File: src/afu_pkg.sv
/*
  Common definitions for the AFU MMIO block and the units it reports on.
  Holds the register word map, the fixed AFU descriptor, the response
  event codes and the shared word widths. Modules pull it in with a
  wildcard import in their body and use scoped names in their ports.
*/
package afu_pkg;

  localparam int mmio_addr_width = 24;
  localparam int data_width      = 64;

  //////////////////////////////////////////////////
  // Register map
  //////////////////////////////////////////////////

  // Word addresses, always even since bit 0 picks the 32-bit half
  localparam logic [mmio_addr_width-1:0] cu_configure_addr       = 24'h00_0010;
  localparam logic [mmio_addr_width-1:0] cu_configure_2_addr     = 24'h00_0012;
  localparam logic [mmio_addr_width-1:0] cu_return_addr          = 24'h00_0014;
  localparam logic [mmio_addr_width-1:0] cu_return_2_addr        = 24'h00_0016;
  // Bit 0 is the done flag
  localparam logic [mmio_addr_width-1:0] cu_return_done_addr     = 24'h00_0018;
  localparam logic [mmio_addr_width-1:0] cu_return_done_ack_addr = 24'h00_001A;
  localparam logic [mmio_addr_width-1:0] error_reg_addr          = 24'h00_001C;
  localparam logic [mmio_addr_width-1:0] error_reg_ack_addr      = 24'h00_001E;
  // Bit 0 busy, bit 1 done
  localparam logic [mmio_addr_width-1:0] cu_status_addr          = 24'h00_0020;
  localparam logic [mmio_addr_width-1:0] done_read_count_addr    = 24'h00_0022;
  localparam logic [mmio_addr_width-1:0] done_write_count_addr   = 24'h00_0024;
  localparam logic [mmio_addr_width-1:0] read_byte_count_addr    = 24'h00_0026;
  localparam logic [mmio_addr_width-1:0] write_byte_count_addr   = 24'h00_0028;

  //////////////////////////////////////////////////
  // AFU descriptor, read through config space
  //////////////////////////////////////////////////

  localparam int descriptor_words       = 4;
  localparam int descriptor_index_width = $clog2(descriptor_words);

  localparam logic [data_width-1:0] afu_descriptor [descriptor_words] = '{
    // No interrupts, one process, one config record, dedicated process model
    64'h0000_0001_0001_8010,
    // Config record length
    64'h0000_0000_0000_0001,
    // Config record offset
    64'h0000_0000_0000_0100,
    // PSA required, zero PSA length
    64'h0100_0000_0000_0000
  };

  // Response events from the compute unit
  localparam int resp_code_width = 2;
  typedef logic [resp_code_width-1:0] resp_code_t;
  localparam resp_code_t resp_done_read  = 2'd1;
  localparam resp_code_t resp_done_write = 2'd2;

  // Bytes credited per response
  localparam int resp_bytes = 64;

  // Sticky error register layout
  localparam int error_width     = 64;
  localparam int err_addr_parity = 0;
  localparam int err_data_parity = 1;

endpackage

File: src/mmio.sv
/*
  Host MMIO pipeline. Takes single-word host reads and writes, checks odd
  parity on address and write data, serves the AFU descriptor in config
  space and decodes the register map. Every request is acked exactly five
  cycles after its valid pulse, with read data and odd parity alongside.
*/
`timescale 1ns/1ns

module mmio (
  input  logic                                clock,
  input  logic                                rstn,
  input  logic                                mmio_valid,
  input  logic                                mmio_cfg,
  input  logic                                mmio_read,
  input  logic                                mmio_doubleword,
  input  logic [afu_pkg::mmio_addr_width-1:0] mmio_address,
  input  logic                                mmio_address_parity,
  input  logic [afu_pkg::data_width-1:0]      mmio_data,
  input  logic                                mmio_data_parity,
  input  logic [afu_pkg::data_width-1:0]      cu_sum,
  input  logic [afu_pkg::data_width-1:0]      cu_steps,
  input  logic                                cu_done,
  input  logic                                cu_busy,
  input  logic [afu_pkg::data_width-1:0]      done_read_count,
  input  logic [afu_pkg::data_width-1:0]      done_write_count,
  input  logic [afu_pkg::data_width-1:0]      read_byte_count,
  input  logic [afu_pkg::data_width-1:0]      write_byte_count,
  input  logic [afu_pkg::error_width-1:0]     report_errors,
  output logic                                mmio_ack,
  output logic [afu_pkg::data_width-1:0]      mmio_rdata,
  output logic                                mmio_rdata_parity,
  output logic [1:0]                          mmio_errors,
  output logic                                cu_config_count_valid,
  output logic                                cu_config_start_valid,
  output logic [afu_pkg::data_width-1:0]      cu_config_data,
  output logic                                cu_done_clear,
  output logic                                error_clear_valid,
  output logic [afu_pkg::error_width-1:0]     error_clear_mask
);
  import afu_pkg::*;

  // Input stage
  logic                       valid_s1;
  logic                       cfg_s1;
  logic                       read_s1;
  logic                       dw_s1;
  logic [mmio_addr_width-1:0] addr_s1;
  logic                       addr_par_s1;
  logic [data_width-1:0]      data_s1;
  logic                       data_par_s1;

  // Decode and decode delay stages
  logic                       cfg_read_s2;
  logic                       cfg_write_s2;
  logic                       reg_read_s2;
  logic                       reg_write_s2;
  logic                       cfg_read_s3;
  logic                       cfg_write_s3;
  logic                       reg_read_s3;
  logic                       reg_write_s3;
  logic                       dw_s2;
  logic                       dw_s3;
  logic [mmio_addr_width-1:0] addr_s2;
  logic [mmio_addr_width-1:0] addr_s3;
  logic [data_width-1:0]      data_s2;
  logic [data_width-1:0]      data_s3;
  logic [data_width-1:0]      cfg_data_s3;
  logic [1:0]                 err_s2;
  logic [1:0]                 err_s3;

  // Data select stage
  logic                       ack_s4;
  logic [1:0]                 err_s4;
  logic [data_width-1:0]      data_out;

  // Register sources sampled once a cycle
  logic [data_width-1:0]      sum_q;
  logic [data_width-1:0]      steps_q;
  logic [data_width-1:0]      done_q;
  logic [data_width-1:0]      status_q;
  logic [data_width-1:0]      errors_q;
  logic [data_width-1:0]      rd_count_q;
  logic [data_width-1:0]      wr_count_q;
  logic [data_width-1:0]      rd_bytes_q;
  logic [data_width-1:0]      wr_bytes_q;

  always_ff @(posedge clock) begin
    sum_q      <= cu_sum;
    steps_q    <= cu_steps;
    done_q     <= {{(data_width-1){1'b0}}, cu_done};
    status_q   <= {{(data_width-2){1'b0}}, cu_done, cu_busy};
    errors_q   <= report_errors;
    rd_count_q <= done_read_count;
    wr_count_q <= done_write_count;
    rd_bytes_q <= read_byte_count;
    wr_bytes_q <= write_byte_count;
  end

  //////////////////////////////////////////////////
  // Request pipeline
  //////////////////////////////////////////////////

  always_ff @(posedge clock) begin
    cfg_s1      <= mmio_cfg;
    read_s1     <= mmio_read;
    dw_s1       <= mmio_doubleword;
    addr_s1     <= mmio_address;
    addr_par_s1 <= mmio_address_parity;
    data_s1     <= mmio_data;
    data_par_s1 <= mmio_data_parity;
    dw_s2       <= dw_s1;
    addr_s2     <= addr_s1;
    data_s2     <= data_s1;
    dw_s3       <= dw_s2;
    addr_s3     <= addr_s2;
    data_s3     <= data_s2;
    // Descriptor word by doubleword index, zero past the end
    if (addr_s2[mmio_addr_width-1:1] < descriptor_words) begin
      cfg_data_s3 <= afu_descriptor[addr_s2[descriptor_index_width:1]];
    end else begin
      cfg_data_s3 <= '0;
    end
  end

  always_ff @(posedge clock or negedge rstn) begin
    if (!rstn) begin
      valid_s1     <= 1'b0;
      cfg_read_s2  <= 1'b0;
      cfg_write_s2 <= 1'b0;
      reg_read_s2  <= 1'b0;
      reg_write_s2 <= 1'b0;
      err_s2       <= 2'b00;
      cfg_read_s3  <= 1'b0;
      cfg_write_s3 <= 1'b0;
      reg_read_s3  <= 1'b0;
      reg_write_s3 <= 1'b0;
      err_s3       <= 2'b00;
    end else begin
      valid_s1     <= mmio_valid;
      cfg_read_s2  <= valid_s1 &&  cfg_s1 &&  read_s1;
      cfg_write_s2 <= valid_s1 &&  cfg_s1 && !read_s1;
      reg_read_s2  <= valid_s1 && !cfg_s1 &&  read_s1;
      reg_write_s2 <= valid_s1 && !cfg_s1 && !read_s1;
      // Odd parity, so the XOR over value and parity bit must be 1
      err_s2[0]    <= valid_s1 && !(^{addr_s1, addr_par_s1});
      err_s2[1]    <= valid_s1 && !read_s1 && !(^{data_s1, data_par_s1});
      cfg_read_s3  <= cfg_read_s2;
      cfg_write_s3 <= cfg_write_s2;
      reg_read_s3  <= reg_read_s2;
      reg_write_s3 <= reg_write_s2;
      err_s3       <= err_s2;
    end
  end

  //////////////////////////////////////////////////
  // Write decode and read data select
  //////////////////////////////////////////////////

  always_ff @(posedge clock) begin
    cu_config_data   <= data_s3;
    error_clear_mask <= data_s3;
  end

  always_ff @(posedge clock or negedge rstn) begin
    if (!rstn) begin
      ack_s4                <= 1'b0;
      err_s4                <= 2'b00;
      data_out              <= '0;
      cu_config_count_valid <= 1'b0;
      cu_config_start_valid <= 1'b0;
      cu_done_clear         <= 1'b0;
      error_clear_valid     <= 1'b0;
    end else begin
      ack_s4 <= cfg_read_s3 || cfg_write_s3 || reg_read_s3 || reg_write_s3;
      err_s4 <= err_s3;
      cu_config_count_valid <= reg_write_s3 && (addr_s3 == cu_configure_addr);
      cu_config_start_valid <= reg_write_s3 && (addr_s3 == cu_configure_2_addr);
      cu_done_clear     <= reg_write_s3 && (addr_s3 == cu_return_done_ack_addr) && data_s3[0];
      error_clear_valid <= reg_write_s3 && (addr_s3 == error_reg_ack_addr);
      if (cfg_read_s3) begin
        // Single words repeat the chosen half, bit 0 low picks the upper one
        if (dw_s3) begin
          data_out <= cfg_data_s3;
        end else if (addr_s3[0]) begin
          data_out <= {2{cfg_data_s3[data_width/2-1:0]}};
        end else begin
          data_out <= {2{cfg_data_s3[data_width-1:data_width/2]}};
        end
      end else if (reg_read_s3) begin
        case (addr_s3)
          cu_return_addr:        data_out <= sum_q;
          cu_return_2_addr:      data_out <= steps_q;
          cu_return_done_addr:   data_out <= done_q;
          cu_status_addr:        data_out <= status_q;
          error_reg_addr:        data_out <= errors_q;
          done_read_count_addr:  data_out <= rd_count_q;
          done_write_count_addr: data_out <= wr_count_q;
          read_byte_count_addr:  data_out <= rd_bytes_q;
          write_byte_count_addr: data_out <= wr_bytes_q;
          // Unmapped reads hold the last value
          default:               data_out <= data_out;
        endcase
      end
    end
  end

  // Output register toward the host
  always_ff @(posedge clock or negedge rstn) begin
    if (!rstn) begin
      mmio_ack          <= 1'b0;
      mmio_rdata        <= '0;
      mmio_rdata_parity <= 1'b1;
      mmio_errors       <= 2'b00;
    end else begin
      mmio_ack          <= ack_s4;
      mmio_rdata        <= data_out;
      mmio_rdata_parity <= ~(^data_out);
      mmio_errors       <= err_s4;
    end
  end

endmodule

File: src/cu_sum_engine.sv
/*
  Compute unit used as the MMIO target. A count write sets the number of
  steps, a seed write starts a run that adds the seed once per cycle.
  Each step emits one response event, alternating read and write.
*/
`timescale 1ns/1ns

module cu_sum_engine #(
  parameter int step_count_width = 32
) (
  input  logic                           clock,
  input  logic                           rstn,
  input  logic                           config_count_valid,
  input  logic                           config_start_valid,
  input  logic [afu_pkg::data_width-1:0] config_data,
  input  logic                           done_clear,
  output logic [afu_pkg::data_width-1:0] sum,
  output logic [afu_pkg::data_width-1:0] steps,
  output logic                           done,
  output logic                           busy,
  output logic                           resp_valid,
  output afu_pkg::resp_code_t            resp_code
);
  import afu_pkg::*;

  logic [step_count_width-1:0] step_count;
  logic [step_count_width-1:0] remaining;
  logic [data_width-1:0]       seed;

  always_ff @(posedge clock) begin
    if (config_start_valid && !busy) begin
      seed <= config_data;
    end
  end

  always_ff @(posedge clock or negedge rstn) begin
    if (!rstn) begin
      step_count <= '0;
      remaining  <= '0;
      sum        <= '0;
      steps      <= '0;
      done       <= 1'b0;
      busy       <= 1'b0;
      resp_valid <= 1'b0;
      resp_code  <= '0;
    end else begin
      resp_valid <= 1'b0;
      if (config_count_valid) begin
        step_count <= config_data[step_count_width-1:0];
      end
      if (done_clear) begin
        done <= 1'b0;
      end
      if (busy) begin
        if (remaining == '0) begin
          // Zero-step run ends after its one busy cycle
          busy <= 1'b0;
          done <= 1'b1;
        end else begin
          sum        <= sum + seed;
          steps      <= steps + 1'b1;
          remaining  <= remaining - 1'b1;
          resp_valid <= 1'b1;
          // Even step index reads, odd index writes
          resp_code  <= steps[0] ? resp_done_write : resp_done_read;
          if (remaining == 1) begin
            busy <= 1'b0;
            done <= 1'b1;
          end
        end
      end else if (config_start_valid) begin
        sum       <= '0;
        steps     <= '0;
        remaining <= step_count;
        busy      <= 1'b1;
        done      <= 1'b0;
      end
    end
  end

endmodule

File: src/response_counters.sv
/*
  Response statistics. Counts read and write response events from the
  compute unit and the bytes they stand for. Counters wrap and clear
  only on reset.
*/
`timescale 1ns/1ns

module response_counters #(
  parameter int counter_width = 64
) (
  input  logic                     clock,
  input  logic                     rstn,
  input  logic                     resp_valid,
  input  afu_pkg::resp_code_t      resp_code,
  output logic [counter_width-1:0] done_read_count,
  output logic [counter_width-1:0] done_write_count,
  output logic [counter_width-1:0] read_byte_count,
  output logic [counter_width-1:0] write_byte_count
);
  import afu_pkg::*;

  localparam logic [counter_width-1:0] bytes_per_resp = counter_width'(resp_bytes);

  always_ff @(posedge clock or negedge rstn) begin
    if (!rstn) begin
      done_read_count  <= '0;
      done_write_count <= '0;
      read_byte_count  <= '0;
      write_byte_count <= '0;
    end else if (resp_valid) begin
      case (resp_code)
        resp_done_read: begin
          done_read_count <= done_read_count + 1'b1;
          read_byte_count <= read_byte_count + bytes_per_resp;
        end
        resp_done_write: begin
          done_write_count <= done_write_count + 1'b1;
          write_byte_count <= write_byte_count + bytes_per_resp;
        end
        default: begin
          // Other codes are not tallied
        end
      endcase
    end
  end

endmodule

File: src/error_collector.sv
/*
  Sticky error register behind ERROR_REG. Parity errors seen on host
  requests are ORed in, and a write to ERROR_REG_ACK clears the bits of
  its mask. A new error wins over a clear in the same cycle.
*/
`timescale 1ns/1ns

module error_collector (
  input  logic                            clock,
  input  logic                            rstn,
  input  logic [1:0]                      mmio_errors,
  input  logic                            error_clear_valid,
  input  logic [afu_pkg::error_width-1:0] error_clear_mask,
  output logic [afu_pkg::error_width-1:0] report_errors
);
  import afu_pkg::*;

  logic [error_width-1:0] set_bits;
  logic [error_width-1:0] clear_bits;

  // Map the request error pair onto register bit positions
  always_comb begin
    set_bits                  = '0;
    set_bits[err_addr_parity] = mmio_errors[0];
    set_bits[err_data_parity] = mmio_errors[1];
    clear_bits = error_clear_valid ? error_clear_mask : '0;
  end

  always_ff @(posedge clock or negedge rstn) begin
    if (!rstn) begin
      report_errors <= '0;
    end else begin
      report_errors <= (report_errors & ~clear_bits) | set_bits;
    end
  end

endmodule

File: src/afu_top.sv
/*
  AFU top level. Connects the host MMIO port to the MMIO pipeline and
  hangs the compute unit, response counters and error register off it.
*/
`timescale 1ns/1ns

module afu_top #(
  parameter int step_count_width = 32,
  parameter int counter_width    = 64
) (
  input  logic                                clock,
  input  logic                                rstn,
  input  logic                                mmio_valid,
  input  logic                                mmio_cfg,
  input  logic                                mmio_read,
  input  logic                                mmio_doubleword,
  input  logic [afu_pkg::mmio_addr_width-1:0] mmio_address,
  input  logic                                mmio_address_parity,
  input  logic [afu_pkg::data_width-1:0]      mmio_data,
  input  logic                                mmio_data_parity,
  output logic                                mmio_ack,
  output logic [afu_pkg::data_width-1:0]      mmio_rdata,
  output logic                                mmio_rdata_parity,
  output logic [1:0]                          mmio_errors
);
  import afu_pkg::*;

  logic                     cu_config_count_valid;
  logic                     cu_config_start_valid;
  logic [data_width-1:0]    cu_config_data;
  logic                     cu_done_clear;
  logic [data_width-1:0]    cu_sum;
  logic [data_width-1:0]    cu_steps;
  logic                     cu_done;
  logic                     cu_busy;
  logic                     resp_valid;
  resp_code_t               resp_code;
  logic [counter_width-1:0] done_read_count;
  logic [counter_width-1:0] done_write_count;
  logic [counter_width-1:0] read_byte_count;
  logic [counter_width-1:0] write_byte_count;
  logic                     error_clear_valid;
  logic [error_width-1:0]   error_clear_mask;
  logic [error_width-1:0]   report_errors;

  mmio u_mmio (
    .clock                 (clock),
    .rstn                  (rstn),
    .mmio_valid            (mmio_valid),
    .mmio_cfg              (mmio_cfg),
    .mmio_read             (mmio_read),
    .mmio_doubleword       (mmio_doubleword),
    .mmio_address          (mmio_address),
    .mmio_address_parity   (mmio_address_parity),
    .mmio_data             (mmio_data),
    .mmio_data_parity      (mmio_data_parity),
    .cu_sum                (cu_sum),
    .cu_steps              (cu_steps),
    .cu_done               (cu_done),
    .cu_busy               (cu_busy),
    .done_read_count       (done_read_count),
    .done_write_count      (done_write_count),
    .read_byte_count       (read_byte_count),
    .write_byte_count      (write_byte_count),
    .report_errors         (report_errors),
    .mmio_ack              (mmio_ack),
    .mmio_rdata            (mmio_rdata),
    .mmio_rdata_parity     (mmio_rdata_parity),
    .mmio_errors           (mmio_errors),
    .cu_config_count_valid (cu_config_count_valid),
    .cu_config_start_valid (cu_config_start_valid),
    .cu_config_data        (cu_config_data),
    .cu_done_clear         (cu_done_clear),
    .error_clear_valid     (error_clear_valid),
    .error_clear_mask      (error_clear_mask)
  );

  cu_sum_engine #(
    .step_count_width (step_count_width)
  ) u_cu_sum_engine (
    .clock              (clock),
    .rstn               (rstn),
    .config_count_valid (cu_config_count_valid),
    .config_start_valid (cu_config_start_valid),
    .config_data        (cu_config_data),
    .done_clear         (cu_done_clear),
    .sum                (cu_sum),
    .steps              (cu_steps),
    .done               (cu_done),
    .busy               (cu_busy),
    .resp_valid         (resp_valid),
    .resp_code          (resp_code)
  );

  response_counters #(
    .counter_width (counter_width)
  ) u_response_counters (
    .clock            (clock),
    .rstn             (rstn),
    .resp_valid       (resp_valid),
    .resp_code        (resp_code),
    .done_read_count  (done_read_count),
    .done_write_count (done_write_count),
    .read_byte_count  (read_byte_count),
    .write_byte_count (write_byte_count)
  );

  error_collector u_error_collector (
    .clock             (clock),
    .rstn              (rstn),
    .mmio_errors       (mmio_errors),
    .error_clear_valid (error_clear_valid),
    .error_clear_mask  (error_clear_mask),
    .report_errors     (report_errors)
  );

endmodule

File: config.mk
export PLATFORM = sky130hd
export DESIGN_NAME = afu_top
export DESIGN_NICKNAME = d
export VERILOG_FILES = /design/src/afu_pkg.sv /design/src/mmio.sv /design/src/cu_sum_engine.sv /design/src/response_counters.sv /design/src/error_collector.sv /design/src/afu_top.sv
export SDC_FILE = /design/constraint.sdc
export NUM_CORES = 2
export LEC_CHECK = 0
export ABC_AREA = 0
export BUFFER_PORTS_ARGS = -buffer_cell sky130_fd_sc_hd__buf_4
export CAP_MARGIN = 20
export CORE_MARGIN = 4
export CORE_UTILIZATION = 45
export DETAILED_ROUTE_END_ITERATION = 12
export SYNTH_ARGS = -nofsm -noshare
export SYNTH_HDL_FRONTEND = slang
export SYNTH_HIERARCHICAL = 1
export SYNTH_SLANG_ARGS = --single-unit
File: constraint.sdc
create_clock -name clock -period 3.26 [get_ports clock]
set_input_delay 0.652 -clock clock [delete_from_list [all_inputs] [get_ports clock]]
set_output_delay 0.652 -clock clock [all_outputs]
set_load 0.01 [all_outputs]
==> out/results.txt <==
Placed Cells = 6046
final WL = 142000 um
Die H = 352 um
CP Data Required Time = 3.87 ns
die width = 352 um
startpoint types = flip-flop
largest net degree at the start of global routing = 90
post-synthesis sequential element count = 1510
sw frac = 21.2%
via count = 34.8k
Worst setup EP type = flip-flop
first-pass GRT wire length = 212000 um
leading area contributor after synthesis = dfrtp_1
Storage cell area = 34200 sq um
vias in the first global route = 33.9k
core region area = 117000 sq um
fin cells = 6434
final period utilization = 97.1%
CP Max Fanout = 5
drt via density = 5.40
worst slew pin tran = 0.889 ns
Mapped Area = 53200 sq um
GRT Util Overall = 22.8%
most common cell after layout, fill and taps aside = dfxtp_1
Syn Inst Count = 4374
PortBufs = 163
Final Hold Vio Count = 0
IO Pins = 164
Remaining Overflow, GRT = 0
Max-cap violations = 0
final design utilization = 54.3%
placed cell area = 57100 sq um
Fin Setup TNS = 0 ns
Clock Tree Root = clkbuf_16
register area share after synthesis = 64.2%
RePlAce Congestion = 0.944
critical setup path kind = flip-flop to flip-flop
Net count, final = 4944
leakage dissipation = 27.9 nW
top post-synthesis cells by area = dfrtp_1, dfxtp_1, xnor2_1
Post-synth EDFFs = 64
Num CTS Buffers = 153
final setup fails = 0
initial antenna violation count = 2
peak supply drop = 545 uV
DP HPWL = 102000 um
Fmax = 316 MHz
Final Slew Violations = 0
outcome = finished, final reports clean
Net Switching = 8.02 mW
Final min period = 3.17 ns
Post-DRT Antenna Nets = 0
Synth async-reset ratio = 43.5%
cell area power density = 598 nW/um^2
synth warn = 6
P_int = 29.9 mW
Die Footprint = 124000 sq um
top_reg_cell synth = dfxtp_1
design area = 63400 sq um
worst-skew pair later-pin latency = 0.76 ns
CTS clock-pin slew for the worst setup and hold paths = 0.06 ns
syn_area_per_cell = 12.2 sq um
DRC viols = 0
CTS Buffer Depth = 3
worst relative slew slack = 40.7%
cell row count = 125
Starting Density = 45.6%
Comb power frac = 3.0%
synth unique cells = 97
filler cell count = 9799
Iter 0 DRT Violations = 3085
share of the synthesized area in the top cell type = 30.8%
reg-to-reg setup timing slack = 0.09 ns
wire length per cell = 22.1 um
drt first pass iters = 10
layout cells sized above 1 = 16.5%
htree depth = 4
most frequent cells in the layout = dfxtp_1, dfrtp_1, buf_4, nand2_1, xnor2_1
clock power share = 46.2%
clock sinks = 1510
CTS tree = yes
sequential fraction of design power = 50.7%
WP data arrival = 3.78 ns
Clock Skew = 0.0374 ns
Area Growth Syn to Fin = 19.2%
footprint of the multi-input gates = 17800 sq um
HP Class = flip-flop to flip-flop
[critical path, cell delays in order (launching register included)]
cell	delay, ns
edfxtp_1	0.41
ha_4	0.30
buf_4	0.12
nand4_1	0.10
or3_1	0.40
o22ai_2	0.18
o211ai_1	0.15
a32oi_4	0.29
a41oi_2	0.21
o31a_1	0.42
o31ai_2	0.22
xnor2_1	0.15
o21ai_1	0.08
[metal layers]
layer  GRT usage (%)  share of wire, %  vias up
met5               0                 0        -
met4            6.66               2.5        0
met3            3.28               6.2      214
met2            34.0                44     1079
met1            34.5                48    17200
li1                -                 -    16200
[registers in the layout (all words and copies together), names as in the netlist, 58 cells and up]
signal and cells:
u_cu_sum_engine/seed 64, u_cu_sum_engine/steps 64, u_cu_sum_engine/sum 64, u_error_collector/report_errors 64, u_mmio/data_out 64, u_mmio/data_s1 64, u_mmio/data_s2 64, u_mmio/data_s3 64
u_mmio/error_clear_mask 64, u_mmio/errors_q 64, u_mmio/mmio_rdata 64, u_mmio/rd_bytes_q 64, u_mmio/rd_count_q 64, u_mmio/steps_q 64, u_mmio/sum_q 64, u_mmio/wr_bytes_q 64
u_mmio/wr_count_q 64, u_response_counters/done_read_count 64, u_response_counters/done_write_count 64, u_response_counters/read_byte_count 58, u_response_counters/write_byte_count 58
[kinds of logic after synthesis]
kind of cell	share of synthesized area (%)
flops	64.2
simple gates	12.0
compound gates	9.89
xor+xnor	8.27
buf+inv	2.89
fa+ha+maj	1.71
mux	1.05
other cells	0.00705
[final cells by class]
| class | count | share of cell area (%) |
|---|---|---|
| Sequential cell | 1510 | 53.8 |
| Multi-Input combinational cell | 2579 | 28.1 |
| Clock buffer | 235 | 7.53 |
| Timing Repair Buffer | 475 | 6.56 |
| Tap cell | 1524 | 3.01 |
| Clock inverter | 52 | 0.607 |
| Inverter | 57 | 0.341 |
| Antenna cell | 2 | 0.00789 |
[power by group through the flow]
stage               registers [mW]  clock network, mW  logic (mW)
floorplan                     19.5                  0       0.539
global placement              19.6                  0        1.09
detailed placement            19.6                  0        1.09
CTS                           19.2               17.9        1.19
global route                  19.3               18.7        1.26
finish                        19.2               17.5        1.15
[stage by stage]
stage / setup WS [ns] / hold slack (ns) / total power [mW]
finish: 0.0939 / 0.309 / 37.9
global route: -0.0260 / 0.314 / 39.2
CTS: 0.00341 / 0.318 / 38.3
detailed placement: -0.183 / 0.312 / 20.7
global placement: -0.210 / 0.310 / 20.7
floorplan: 0.249 / 0.310 / 20.0
[synthesized netlist by cell type, drive strengths merged, types with 19 or more instances]
cell type	number
dfrtp	656
a222oi	55
a21boi	66
and3	55
buf	128
edfxtp	64
a22o	60
nor2b	21
dfxtp	789
and4	27
o211a	52
or3	23
nor2	209
nand2	322
mux2	32
mux2i	20
nor4	61
ha	71
o21ai	133
nand3	189
xor2	191
a21o	36
clkbuf	111
a31oi	20
nand4	177
and2	26
inv	57
a22oi	19
a21oi	149
nor3	74
xnor2	309
[what timing repair did]
action / 4_1_cts / 5_1_grt
setup buffers: 0 / 4
endpoints found under the hold margin: 136 / 0
pin swaps: 3 / 15
resized for setup: 9 / 34
endpoints found under the setup margin: 7 / 20
hold buffers: 95 / 0
[worst paths after layout]
path | from | end | cells past startpoint
hold / removal | u_mmio/data_s3[63] | u_mmio/error_clear_mask[63] | 0
setup reg to reg | u_cu_sum_engine/seed[22] | u_cu_sum_engine/sum[62] | 12
min in group asynchronous | rstn | u_cu_sum_engine/sum[18] | 2
setup / recovery | u_cu_sum_engine/seed[22] | u_cu_sum_engine/sum[62] | 12
hold reg to reg | u_mmio/data_s3[63] | u_mmio/error_clear_mask[63] | 0
max in group asynchronous | rstn | u_response_counters/write_byte_count[55] | 3
No activity file was read; power rests on OpenSTA's default activity.
